**src/design/decode_pkg.sv**
```systemverilog
// Decode stage shared definitions

`default_nettype none

package decode_pkg;

    ////////////////////////////////////////
    // Widths and unit indices
    localparam int XLEN = 32;
    localparam int NUM_UNITS = 4;

    localparam int BRANCH_UNIT = 0;
    localparam int ALU_UNIT = 1;
    localparam int LS_UNIT = 2;
    localparam int GC_UNIT = 3;

    typedef logic [NUM_UNITS-1:0] unit_vec_t;

    ////////////////////////////////////////
    // Trimmed opcodes, instruction bits 6:2
    typedef logic [4:0] opcode_t;

    localparam opcode_t LUI_T = 5'b01101;
    localparam opcode_t AUIPC_T = 5'b00101;
    localparam opcode_t JAL_T = 5'b11011;
    localparam opcode_t JALR_T = 5'b11001;
    localparam opcode_t BRANCH_T = 5'b11000;
    localparam opcode_t LOAD_T = 5'b00000;
    localparam opcode_t STORE_T = 5'b01000;
    localparam opcode_t ARITH_T = 5'b01100;
    localparam opcode_t ARITH_IMM_T = 5'b00100;
    localparam opcode_t FENCE_T = 5'b00011;
    localparam opcode_t SYSTEM_T = 5'b11100;

    ////////////////////////////////////////
    // Unit payloads
    typedef struct packed {
        logic [XLEN-1:0] op1;
        logic [XLEN-1:0] op2;
    } alu_payload_t;

    typedef struct packed {
        logic [XLEN-1:0] address;
        logic [XLEN-1:0] store_data;
        logic [2:0] fn3;
        logic is_load;
        logic is_store;
        logic store_forward;
    } ls_payload_t;

endpackage

`default_nettype wire

```
**src/design/decode_if.sv**
```systemverilog
// Classified instruction bundle

`timescale 1ns/1ps
`default_nettype none

interface decode_if import decode_pkg::*; ();

    unit_vec_t unit_request;
    logic is_load;
    logic is_store;
    logic illegal;
    logic [2:0] fn3;
    opcode_t opcode;
    logic [XLEN-1:0] instruction;
    logic [XLEN-1:0] pc;

    modport producer (
        output unit_request, is_load, is_store, illegal,
        output fn3, opcode, instruction, pc
    );

    modport consumer (
        input unit_request, is_load, is_store, illegal,
        input fn3, opcode, instruction, pc
    );

endinterface

`default_nettype wire

```
**src/design/alu_operand_select.sv**
```systemverilog
// ALU operand muxing

`timescale 1ns/1ps
`default_nettype none

module alu_operand_select import decode_pkg::*; (
    decode_if.consumer dec,
    input logic [XLEN-1:0] rs1_data,
    input logic [XLEN-1:0] rs2_data,
    output alu_payload_t operands
);

    logic [XLEN-1:0] upper_imm;
    logic [XLEN-1:0] arith_imm;

    assign upper_imm = {dec.instruction[31:12], 12'b0};
    assign arith_imm = {{(XLEN-12){dec.instruction[31]}}, dec.instruction[31:20]};

    // First operand
    always_comb begin
        case (dec.opcode)
            LUI_T: operands.op1 = '0;
            AUIPC_T, JAL_T, JALR_T: operands.op1 = dec.pc;
            default: operands.op1 = rs1_data;
        endcase
    end

    // Second operand, jumps add 4 to form the return address
    always_comb begin
        case (dec.opcode)
            LUI_T, AUIPC_T: operands.op2 = upper_imm;
            JAL_T, JALR_T: operands.op2 = XLEN'(4);
            ARITH_IMM_T: operands.op2 = arith_imm;
            default: operands.op2 = rs2_data;
        endcase
    end

endmodule

`default_nettype wire

```
**src/design/decode_stage.sv**
```systemverilog
// Decode and issue stage top

`timescale 1ns/1ps
`default_nettype none

module decode_stage import decode_pkg::*; (
    input logic clk,
    input logic rst,

    input logic fb_valid,
    input logic [XLEN-1:0] instruction,
    input logic [XLEN-1:0] pc,
    input logic [XLEN-1:0] rs1_data,
    input logic [XLEN-1:0] rs2_data,
    input logic rs1_conflict,
    input logic rs2_conflict,
    input unit_vec_t unit_ready,
    input logic issue_hold,

    output logic pop,
    output logic branch_issue,
    output logic gc_issue,
    output logic gc_illegal,

    output logic alu_valid,
    output logic [XLEN-1:0] alu_op1,
    output logic [XLEN-1:0] alu_op2,

    output logic ls_valid,
    output logic [XLEN-1:0] ls_address,
    output logic [XLEN-1:0] ls_store_data,
    output logic [2:0] ls_fn3,
    output logic ls_is_load,
    output logic ls_is_store,
    output logic ls_store_forward
);

    logic alu_load;
    logic ls_load;
    alu_payload_t alu_operands;
    alu_payload_t alu_payload;
    ls_payload_t ls_request;
    ls_payload_t ls_payload;

    decode_if dec ();

    ////////////////////////////////////////
    // Decode
    instruction_classifier classifier (
        .instruction(instruction),
        .pc(pc),
        .dec(dec.producer)
    );

    issue_control issue_ctrl (
        .clk(clk),
        .rst(rst),
        .dec(dec.consumer),
        .fb_valid(fb_valid),
        .issue_hold(issue_hold),
        .rs1_conflict(rs1_conflict),
        .rs2_conflict(rs2_conflict),
        .unit_ready(unit_ready),
        .pop(pop),
        .alu_load(alu_load),
        .ls_load(ls_load),
        .branch_issue(branch_issue),
        .gc_issue(gc_issue),
        .gc_illegal(gc_illegal)
    );

    alu_operand_select alu_select (
        .dec(dec.consumer),
        .rs1_data(rs1_data),
        .rs2_data(rs2_data),
        .operands(alu_operands)
    );

    ls_address_gen ls_gen (
        .dec(dec.consumer),
        .rs1_data(rs1_data),
        .rs2_data(rs2_data),
        .rs2_conflict(rs2_conflict),
        .request(ls_request)
    );

    ////////////////////////////////////////
    // Unit registers
    issue_register #(.payload_t(alu_payload_t)) alu_reg (
        .clk(clk),
        .rst(rst),
        .load(alu_load),
        .payload_in(alu_operands),
        .valid(alu_valid),
        .payload_out(alu_payload)
    );

    issue_register #(.payload_t(ls_payload_t)) ls_reg (
        .clk(clk),
        .rst(rst),
        .load(ls_load),
        .payload_in(ls_request),
        .valid(ls_valid),
        .payload_out(ls_payload)
    );

    assign alu_op1 = alu_payload.op1;
    assign alu_op2 = alu_payload.op2;

    assign ls_address = ls_payload.address;
    assign ls_store_data = ls_payload.store_data;
    assign ls_fn3 = ls_payload.fn3;
    assign ls_is_load = ls_payload.is_load;
    assign ls_is_store = ls_payload.is_store;
    assign ls_store_forward = ls_payload.store_forward;

endmodule

`default_nettype wire

```
**src/design/instruction_classifier.sv**
```systemverilog
// Opcode classification and legality

`timescale 1ns/1ps
`default_nettype none

module instruction_classifier import decode_pkg::*; (
    input logic [XLEN-1:0] instruction,
    input logic [XLEN-1:0] pc,
    decode_if.producer dec
);

    opcode_t opcode;
    logic valid_opcode;
    logic mul_div_op;
    logic illegal;
    unit_vec_t base_request;

    assign opcode = instruction[6:2];

    ////////////////////////////////////////
    // Legality
    assign valid_opcode = (instruction[1:0] == 2'b11) &&
        (opcode inside {LUI_T, AUIPC_T, JAL_T, JALR_T, BRANCH_T, LOAD_T, STORE_T,
                        ARITH_T, ARITH_IMM_T, FENCE_T, SYSTEM_T});

    // No M extension, so funct7 bit 0 on a register op is illegal
    assign mul_div_op = (opcode == ARITH_T) && instruction[25];
    assign illegal = ~valid_opcode | mul_div_op;

    ////////////////////////////////////////
    // Unit requests
    always_comb begin
        base_request = '0;
        case (opcode)
            BRANCH_T: base_request[BRANCH_UNIT] = 1'b1;
            JAL_T, JALR_T: begin
                // Link value comes from the ALU
                base_request[BRANCH_UNIT] = 1'b1;
                base_request[ALU_UNIT] = 1'b1;
            end
            LUI_T, AUIPC_T, ARITH_T, ARITH_IMM_T: base_request[ALU_UNIT] = 1'b1;
            LOAD_T, STORE_T: base_request[LS_UNIT] = 1'b1;
            default: base_request[GC_UNIT] = 1'b1;
        endcase
    end

    // Illegal words go to GC alone, which raises the exception
    always_comb begin
        dec.unit_request = base_request;
        if (illegal) begin
            dec.unit_request = '0;
            dec.unit_request[GC_UNIT] = 1'b1;
        end
    end

    assign dec.is_load = (opcode == LOAD_T) & ~illegal;
    assign dec.is_store = (opcode == STORE_T) & ~illegal;
    assign dec.illegal = illegal;
    assign dec.fn3 = instruction[14:12];
    assign dec.opcode = opcode;
    assign dec.instruction = instruction;
    assign dec.pc = pc;

endmodule

`default_nettype wire

```
**src/design/issue_control.sv**
```systemverilog
// Issue decision and unit strobes

`timescale 1ns/1ps
`default_nettype none

module issue_control import decode_pkg::*; (
    input logic clk,
    input logic rst,
    decode_if.consumer dec,
    input logic fb_valid,
    input logic issue_hold,
    input logic rs1_conflict,
    input logic rs2_conflict,
    input unit_vec_t unit_ready,
    output logic pop,
    output logic alu_load,
    output logic ls_load,
    output logic branch_issue,
    output logic gc_issue,
    output logic gc_illegal
);

    logic operands_ready;
    logic units_ready;
    logic jump;
    unit_vec_t issue;
    unit_vec_t issue_r;

    ////////////////////////////////////////
    // Issue rule
    // Stores forward rs2 inside the LS unit
    assign operands_ready = ~rs1_conflict & (~rs2_conflict | dec.is_store);
    assign units_ready = ((dec.unit_request & ~unit_ready) == '0);

    assign pop = fb_valid & ~issue_hold & operands_ready & units_ready;
    assign issue = dec.unit_request & {NUM_UNITS{pop}};

    assign alu_load = issue[ALU_UNIT];
    assign ls_load = issue[LS_UNIT];
    assign jump = dec.opcode inside {JAL_T, JALR_T};

    ////////////////////////////////////////
    // Registered pulses
    always_ff @(posedge clk) begin
        if (rst) begin
            issue_r <= '0;
            gc_illegal <= 1'b0;
        end else begin
            issue_r <= issue;
            gc_illegal <= issue[GC_UNIT] & dec.illegal;
        end
    end

    assign branch_issue = issue_r[BRANCH_UNIT];
    assign gc_issue = issue_r[GC_UNIT];

    // Only jumps fan out to more than one unit
    multi_unit_only_jump: assert property (@(posedge clk) disable iff (rst)
        !$onehot0(issue_r) |-> $past(pop && jump));

    // Every issued word goes to at least one unit
    issue_has_unit: assert property (@(posedge clk) disable iff (rst)
        pop |-> (dec.unit_request != '0));

endmodule

`default_nettype wire

```
**src/design/issue_register.sv**
```systemverilog
// Unit payload register

`timescale 1ns/1ps
`default_nettype none

module issue_register #(
    parameter type payload_t = logic [31:0]
) (
    input logic clk,
    input logic rst,
    input logic load,
    input payload_t payload_in,
    output logic valid,
    output payload_t payload_out
);

    always_ff @(posedge clk) begin
        if (rst)
            valid <= 1'b0;
        else
            valid <= load;
    end

    // Payload holds between issues
    always_ff @(posedge clk) begin
        if (load)
            payload_out <= payload_in;
    end

    // A unit never sees an undefined payload
    payload_known_when_valid: assert property (@(posedge clk) disable iff (rst)
        valid |-> !$isunknown(payload_out));

endmodule

`default_nettype wire

```
**src/design/ls_address_gen.sv**
```systemverilog
// Load-store request build

`timescale 1ns/1ps
`default_nettype none

module ls_address_gen import decode_pkg::*; (
    decode_if.consumer dec,
    input logic [XLEN-1:0] rs1_data,
    input logic [XLEN-1:0] rs2_data,
    input logic rs2_conflict,
    output ls_payload_t request
);

    logic [11:0] offset;

    // S-type splits the immediate around rd
    assign offset = dec.is_store ?
        {dec.instruction[31:25], dec.instruction[11:7]} : dec.instruction[31:20];

    assign request.address = rs1_data + {{(XLEN-12){offset[11]}}, offset};
    assign request.store_data = rs2_data;
    assign request.fn3 = dec.fn3;
    assign request.is_load = dec.is_load;
    assign request.is_store = dec.is_store;

    // Store data still in flight, LS unit picks it up later
    assign request.store_forward = dec.is_store & rs2_conflict;

endmodule

`default_nettype wire

```
**config.mk**
```make
export PLATFORM = sky130hd
export DESIGN_NAME = decode_stage
export DESIGN_NICKNAME = d
export VERILOG_FILES = /design/src/design/decode_pkg.sv /design/src/design/decode_if.sv /design/src/design/alu_operand_select.sv /design/src/design/decode_stage.sv /design/src/design/instruction_classifier.sv /design/src/design/issue_control.sv /design/src/design/issue_register.sv /design/src/design/ls_address_gen.sv
export SDC_FILE = /design/constraint.sdc
export NUM_CORES = 1
export LEC_CHECK = 0
export BUFFER_PORTS_ARGS = -buffer_cell sky130_fd_sc_hd__buf_2
export CORE_ASPECT_RATIO = 1.4
export CORE_MARGIN = 8
export CORE_UTILIZATION = 56
export CTS_BUF_LIST = sky130_fd_sc_hd__clkbuf_2 sky130_fd_sc_hd__clkbuf_4 sky130_fd_sc_hd__clkbuf_8
export DETAILED_ROUTE_END_ITERATION = 6
export PLACE_DENSITY = 0.92
export SYNTH_ARGS = -nofsm -noshare
export SYNTH_HDL_FRONTEND = slang
export SYNTH_HIERARCHICAL = 1
export SYNTH_SLANG_ARGS = --single-unit
export TNS_END_PERCENT = 10
```
**constraint.sdc**
```tcl
create_clock -name clk -period 24.6 [get_ports clk]
set_clock_uncertainty 0.15 [all_clocks]
set_input_delay 4.92 -clock clk [delete_from_list [all_inputs] [get_ports clk]]
set_output_delay 4.92 -clock clk [all_outputs]
set_load 0.05 [all_outputs]
```
Word level (Yosys, flattened, before mapping)
Cells that the tools add are included.

storage, ports and cells
  bits in registers = 141
  input bits = 138

cells by class
  add/subtract/negate cells = 1
  bitwise operators = 18
  reduce and logical (&&, ||, !) cells = 12
  muxes and demuxes = 8
  eq/ne operators = 11

operator list
  cell                                                 number
  case mux 32 bit (3 select lines)                     1
  case mux 32 bit (2 select lines)                     1
  adder 32 bit                                         1
  equality test 5 bit, second input constant           4
  equality test 5 x 4 -> 1 bit, second input constant  3
  nonzero test 11 bit                                  1
  equality test 5 x 3 -> 1 bit, second input constant  2
  OR reduction 9 bit                                   1
  bitwise AND 1 bit                                    8
  bitwise AND 4 bit                                    2
  OR reduction 2 bit                                   3
  OR reduction 3 bit                                   2
  OR reduction 6 bit                                   1
  equality test 5 x 2 -> 1 bit, second input constant  1
  logical NOT 5 bit                                    1
  two-way mux 5 bit                                    1
  NOT 1 bit                                            5
  logical NOT 4 bit                                    1
  two-way mux 1 bit                                    4
  two-way mux 4 bit                                    1
  NOT 4 bit                                            1
  equality test 2 bit, second input constant           1
  logical AND 1 bit                                    2
  OR 1 bit                                             2

Logic depth before layout (Yosys ltp)
Gate-level depths: netlist of the first run.

  word-level depth = 13
  mapped depth = 14
  depth with buffers taken out = 14

By module
Netlist of the first run, hierarchy kept.

by module, submodules not included
  module                    cells an instance  times used  area an instance (um2)
  issue_register (ls_reg)   72                 1           2135.8
  ls_address_gen            273                1           2095.8
  issue_register (alu_reg)  66                 1           1955.6
  alu_operand_select        96                 1           873.3
  instruction_classifier    96                 1           703.2
  issue_control             18                 1           160.2

Least setup slack after synthesis of the first run
Ideal clock, no wire load.

  kind = input port to flip-flop
  from = in instruction[6]
  to = reg ls_reg.valid
  stages = 7
  data required time = 24.361 ns
  setup slack = 12.861 ns
  data arrival time = 11.501 ns
  path through = nor3_2 nor3b_2 and2_1 nand2b_1 o221ai_1 nor3_1 nor2b_4

RTL lines
  item                                                        RTL line                      source
  from (decl)                                                 decode_stage.sv:11            input logic [XLEN-1:0] instruction,
  equality test 5 x 4 -> 1 bit, or another cell as far along  instruction_classifier.sv:23  (opcode inside {LUI_T, AUIPC_T, JAL_T, JALR_T, BRANCH_T, LOAD_T, STORE_T,
  nonzero test 11 bit                                         instruction_classifier.sv:23
  logical AND 1 bit                                           instruction_classifier.sv:22  assign valid_opcode = (instruction[1:0] == 2'b11) &&
  NOT 1 bit                                                   instruction_classifier.sv:28  assign illegal = ~valid_opcode | mul_div_op;
  OR 1 bit                                                    instruction_classifier.sv:28
  two-way mux 4 bit *                                         instruction_classifier.sv:50  if (illegal) begin
  via dec.unit_request[2]                                     decode_if.sv:8                unit_vec_t unit_request;
  bitwise AND 4 bit                                           issue_control.sv:33           assign units_ready = ((dec.unit_request & ~unit_ready) == '0);
  logical NOT 4 bit                                           issue_control.sv:33
  bitwise AND 1 bit                                           issue_control.sv:35           assign pop = fb_valid & ~issue_hold & operands_ready & units_ready;
  bitwise AND 4 bit *                                         issue_control.sv:36           assign issue = dec.unit_request & {NUM_UNITS{pop}};
  via ls_load                                                 decode_stage.sv:39            logic ls_load;
  to (signal assigned)                                        issue_register.sv:21          valid <= load;
  to (decl)                                                   issue_register.sv:13          output logic valid,

Mark *: on every way through the listed nets, which the timed path passes. The rest lies on a longest branch.
A chain may end at the register's enable or synchronous reset.

Worst setup path in the final report of the first run
  from = in instruction[6]
  to = out pop

RTL lines
  item                                                        RTL line                      source
  equality test 5 x 4 -> 1 bit, or another cell as far along  instruction_classifier.sv:23
  nonzero test 11 bit                                         instruction_classifier.sv:23
  logical AND 1 bit                                           instruction_classifier.sv:22
  NOT 1 bit                                                   instruction_classifier.sv:28
  OR 1 bit                                                    instruction_classifier.sv:28
  two-way mux 4 bit *                                         instruction_classifier.sv:50
  via dec.unit_request[2]                                     decode_if.sv:8
  bitwise AND 4 bit *                                         issue_control.sv:33
  logical NOT 4 bit *                                         issue_control.sv:33
  bitwise AND 1 bit *                                         issue_control.sv:35
  to (decl)                                                   decode_stage.sv:20            output logic pop,

Marks and branches as above.

==> results of run 1 <==
-- power by group through the flow --
stage / combinational (mW) / clock, mW / sequential [mW]
CTS: 0.0831 / 0.188 / 0.263
global route: 0.0914 / 0.198 / 0.263
floorplan: 0.0694 / 0 / 0.270
global placement: 0.0799 / 0 / 0.268
finish: 0.0835 / 0.185 / 0.263
detailed placement: 0.0826 / 0 / 0.268
-- state kept, by name (all words and copies together), names as in the netlist --
name,flops
issue_ctrl/issue_r,2
ls_reg/payload_out,70
alu_reg/valid,1
ls_reg/valid,1
alu_reg/payload_out,64
issue_ctrl/gc_illegal,1
-- worst paths after layout --
kind                       startpoint                         endpoint  slack (ps)  cells past startpoint
worst max-delay path   instruction[6]                              pop       12690                      8
worst min-delay path  instruction[14]  ls_reg/payload_out[5]$_DFFE_PP_        4520                      1
-- metrics by stage --
stage,util [%],power [mW],setup WS [ps]
finish,64.73,0.5316,12690
global route,64.73,0.5521,12490
CTS,64.68,0.5341,12690
detailed placement,61.83,0.3511,12690
global placement,61.83,0.3483,12790
floorplan,-,0.3390,12860
-- metal layers --
layer	global-route usage [%]	up-vias	wire length [µm]
met3	7.867	34	2099
met4	8.493	6	365
met2	40.21	292	10830
li1	-	2617	-
met1	22.91	2653	7270
met5	0	-	37
-- final cells by class --
cell class                 instances  area, µm²
clock buffer                      18      241.5
timing repair buffer             281       1416
antenna                            3      7.507
fill                            1077       4883
clock inverter                    14      152.6
multi-input combinational        338       2734
tap                              185      231.5
sequential                       139       4124
inverter                          15      56.30
==> flow_summary.json, run 1 <==
{
  "cp.required_ps": 19530,
  "cts-root-buf": "clkbuf_8",
  "crit_type": "in -> out",
  "pwr-share-comb_pct": 15.7,
  "irDropWorstVdd_mv": 0.03128,
  "grt_usage_pct": 22.32,
  "p_leak_nw": 3.701,
  "nets": 962,
  "grt_max_degree": 72,
  "fin_cells": 993,
  "cts_made_buffers": 17,
  "routedWlPerCell_um": 20.75,
  "synth.net_count": 784,
  "intPower_mw": 0.3856,
  "slowest_stage": "and2_1",
  "p_sw_mw": 0.1460,
  "finalSetupTns_ps": 0,
  "cts_tree": "built",
  "postCtsResizedCells": 0,
  "wirelength_um": 20600,
  "netlist_instances": 614,
  "drcViolationCount": 0,
  "cp-end-kind": "output pin",
  "grt_overflow_total": 0,
  "drv_slew": 0,
  "crit_family": "simple AND/OR/NAND/NOR gates",
  "rsz0062_at_grt": "false",
  "final_common_cell": "buf_2",
  "crit_arrival_ps": 6840,
  "fin_crit_sh_pct": 48.43,
  "setup_viol": 0,
  "initial_core_util_pct": 56.84,
  "place_area_mm2": 0.008562,
  "syn_area_per_cell_um2": 12.82,
  "drt_iter0_drc": 496,
  "clockBufferDepth": 2,
  "portBuffers": 277,
  "seqPwrFrac_pct": 49.5,
  "dieHeight_um": 156.3,
  "die_area_mm2": 0.01816,
  "cts_sinks": 139,
  "grt_pass1_vias": 5867,
  "grt_pass1_wl_um": 30800,
  "drive_above_1_share_pct": 46.21,
  "path_common_cell": "buf_2",
  "die_width_um": 116.2,
  "period_needed_ps": 11910,
  "path_buf_inv": 2,
  "placed_cells": 958,
  "start_kind": "primary input",
  "finalInstanceArea_mm2": 0.008964,
  "timing.critical_path.cells": "buf_2 -> nor3_2 -> nor3b_2 -> and2_1 -> nand2b_1 -> o221ai_1 -> nor2_1 -> buf_2",
  "max_freq_ghz": 0.08393,
  "layout_common_cells": "buf_2 (277), edfxtp_1 (134), a22o_1 (42), a21oi_1 (32), ha_1 (31)",
  "synth_area_mm2": 0.007871,
  "worst-path-max-fanout": 12,
  "cts_setup_buffers": 0,
  "maxCapViolCount": 0,
  "gp_congestion": 0.8759,
  "antenna_found_initial": 6,
  "hp-class": "in -> reg",
  "p_clk_share_pct": 34.8,
  "htree_levels": 4,
  "switching_share_pct": 27.47,
  "dr.pass1.iters": 7,
  "powerDensity_mw_per_mm2": 59.30,
  "dp_hpwl_um": 15570,
  "core_area_mm2": 0.01385,
  "ioPinCount": 278,
  "timing.hold.ws_ps": 4522,
  "tightest_slew_ps": 1130,
  "via_count": 5602,
  "areaGrowthSynthToFinish_pct": 13.88,
  "holdBufCountCts": 0,
  "clk_pin_slew_ps": 90,
  "yosys_warnings": 6,
  "slew_headroom_pct": 24.41,
  "status": "finished, final reports clean",
  "cpPeakStageDelay_ps": 390,
  "rows": 51,
  "antenna_left": 0,
  "vias_per_cell": 5.641,
  "hold_viol": 0
}
No activity file was read; power rests on OpenSTA's default activity.
==> run 2: changes to the inputs <==
--- a/config.mk
+++ b/config.mk
@@ -8,10 +8,10 @@
 export BUFFER_PORTS_ARGS = -buffer_cell sky130_fd_sc_hd__buf_2
 export CORE_ASPECT_RATIO = 1.4
 export CORE_MARGIN = 8
-export CORE_UTILIZATION = 56
+export CORE_UTILIZATION = 47
 export CTS_BUF_LIST = sky130_fd_sc_hd__clkbuf_2 sky130_fd_sc_hd__clkbuf_4 sky130_fd_sc_hd__clkbuf_8
 export DETAILED_ROUTE_END_ITERATION = 6
-export PLACE_DENSITY = 0.92
+export PLACE_DENSITY = 0.83
 export SYNTH_ARGS = -nofsm -noshare
 export SYNTH_HDL_FRONTEND = slang
 export SYNTH_HIERARCHICAL = 1
==> constraint.sdc (replaced) <==
create_clock -name clk -period 10.55 [get_ports clk]
set_clock_uncertainty 0.15 [all_clocks]
set_input_delay 2.11 -clock clk [delete_from_list [all_inputs] [get_ports clk]]
set_output_delay 2.11 -clock clk [all_outputs]
set_load 0.05 [all_outputs]
==> run 2 against run 1 <==
Against the previous run:
- via count rose by 1.0%
- sequential share of layout area fell by 0.41 points
- final cell count rose by 1.6%
- largest cell class unchanged
- largest power group unchanged
==> flow_summary.json, run 2 (synthesized netlist as in run 1, its figures left out) <==
{
  "tightest_slew_ps": 1090,
  "place_area_mm2": 0.008597,
  "cts-root-buf": "clkbuf_8",
  "crit_type": "in -> out",
  "finalInstanceArea_mm2": 0.009044,
  "powerDensity_mw_per_mm2": 144.0,
  "final_core_util_pct": 54.46,
  "routedWlPerCell_um": 21.26,
  "timing.hold.ws_ps": 1706,
  "fill_cells": 1406,
  "irDropWorstVdd_mv": 0.08303,
  "slew_headroom_pct": 27.16,
  "drt_iter0_drc": 413,
  "dieHeight_um": 169.1,
  "max_freq_ghz": 0.1602,
  "regArea_mm2": 0.004124,
  "layout_common_cells": "buf_2 (277), edfxtp_1 (134), a22o_1 (42), a21oi_1 (32), ha_1 (31)",
  "dr.pass1.iters": 4,
  "grt_usage_pct": 19.64,
  "cts_setup_buffers": 0,
  "wirelength_um": 21450,
  "drcViolationCount": 0,
  "fin_cells": 1009,
  "ioPinCount": 278,
  "finalSetupTns_ps": 0,
  "portBuffers": 277,
  "dp_hpwl_um": 16710,
  "largest_reg_flops": 70,
  "initial_core_util_pct": 47.40,
  "grt_overflow_total": 0,
  "p_leak_nw": 3.736,
  "grt_pass1_wl_um": 32030,
  "setup_viol": 0,
  "fin_crit_sh_pct": 59.16,
  "placed_cells": 977,
  "cts_sinks": 139,
  "grt_pass1_vias": 5783,
  "status": "finished, final reports clean",
  "cp-end-kind": "output pin",
  "drive_above_1_share_pct": 46.21,
  "hp-class": "in -> reg",
  "final_common_cell": "buf_2",
  "rsz0062_at_grt": "false",
  "period_needed_ps": 6242,
  "holdBufCountCts": 0,
  "hold_depth": 1,
  "areaGrowthSynthToFinish_pct": 14.89,
  "die_area_mm2": 0.02120,
  "worstHoldStart": "instruction[12]",
  "cts_tree": "built",
  "via_count": 5658,
  "clockBufferDepth": 2,
  "gp_congestion": 0.8759,
  "antenna_left": 0,
  "cts_made_buffers": 17,
  "rows": 56,
  "antenna_found_initial": 2,
  "drv_slew": 0,
  "regMostFlops": "ls_reg/payload_out",
  "core_area_mm2": 0.01661,
  "top_regs": "ls_reg/payload_out x70, alu_reg/payload_out x64, issue_ctrl/issue_r x2",
  "vias_per_cell": 5.608,
  "clk_pin_slew_ps": 90,
  "hold_viol": 0,
  "crit_arrival_ps": 3980,
  "hold_path_end": "ls_reg/payload_out[3]$_DFFE_PP_",
  "start_kind": "primary input",
  "nets": 963,
  "maxCapViolCount": 0,
  "die_width_um": 125.4,
  "postCtsResizedCells": 0,
  "worst-path-max-fanout": 13,
  "grt_max_degree": 50,
  "multi_input_area_mm2": 0.002739,
  "htree_levels": 4,
  "cp.required_ps": 8290
}
==> run 2: worst max path at each step <==
stage          cells after the start                       to  slack, ps            from
6_report                           8                      pop       4310  instruction[2]
5_1_grt                            8                      pop       4160  instruction[6]
4_1_cts                            8                      pop       4270  instruction[2]
3_5_place_dp                       8                      pop       4270  instruction[2]
3_3_place_gp                       8                      pop       4370  instruction[2]
2_1_floorplan                      7  ls_reg/valid$_SDFF_PP0_       1620  instruction[6]
==> run 2: layer usage <==
layer / wire, µm / global-route usage, % / vias up
met5: 16 / 0 / -
met4: 531 / 8.395 / 2
met3: 1748 / 6.770 / 33
met2: 11440 / 35.82 / 282
met1: 7713 / 20.04 / 2718
li1: - / - / 2623
==> run 2: power by group <==
| part | internal, mW | switching [mW] | total (mW) |
|---|---|---|---|
| sequential | 0.613 | 0.000198 | 0.613 |
| combinational | 0.0874 | 0.108 | 0.196 |
| clock | 0.264 | 0.229 | 0.493 |
==> run 2: worst max-delay path, stage by stage <==
cell      delay, ps
buf_2           180
nor3_2          190
nor3b_2         250
and2_1          360
nand2b_1        170
o221ai_1        270
nor2_1          160
buf_2           280
==> run 2: layout make-up <==
class / instances / area share [%]
Sequential cell: 139 / 45.60
Multi-Input combinational cell: 338 / 30.29
Timing Repair Buffer: 282 / 15.74
Tap cell: 203 / 2.809
Clock buffer: 17 / 2.587
Clock inverter: 14 / 2.324
Inverter: 15 / 0.6226
Antenna cell: 1 / 0.02767
==> run 2: per-stage QoR <==
| step | setup slack [ps] | power (mW) |
|---|---|---|
| after global routing | 4161 | 1.355 |
| after detailed placement | 4275 | 0.8196 |
| after global placement | 4369 | 0.8147 |
| after floorplan | 1621 | 0.7904 |
| after CTS | 4267 | 1.310 |
| final | 4308 | 1.302 |
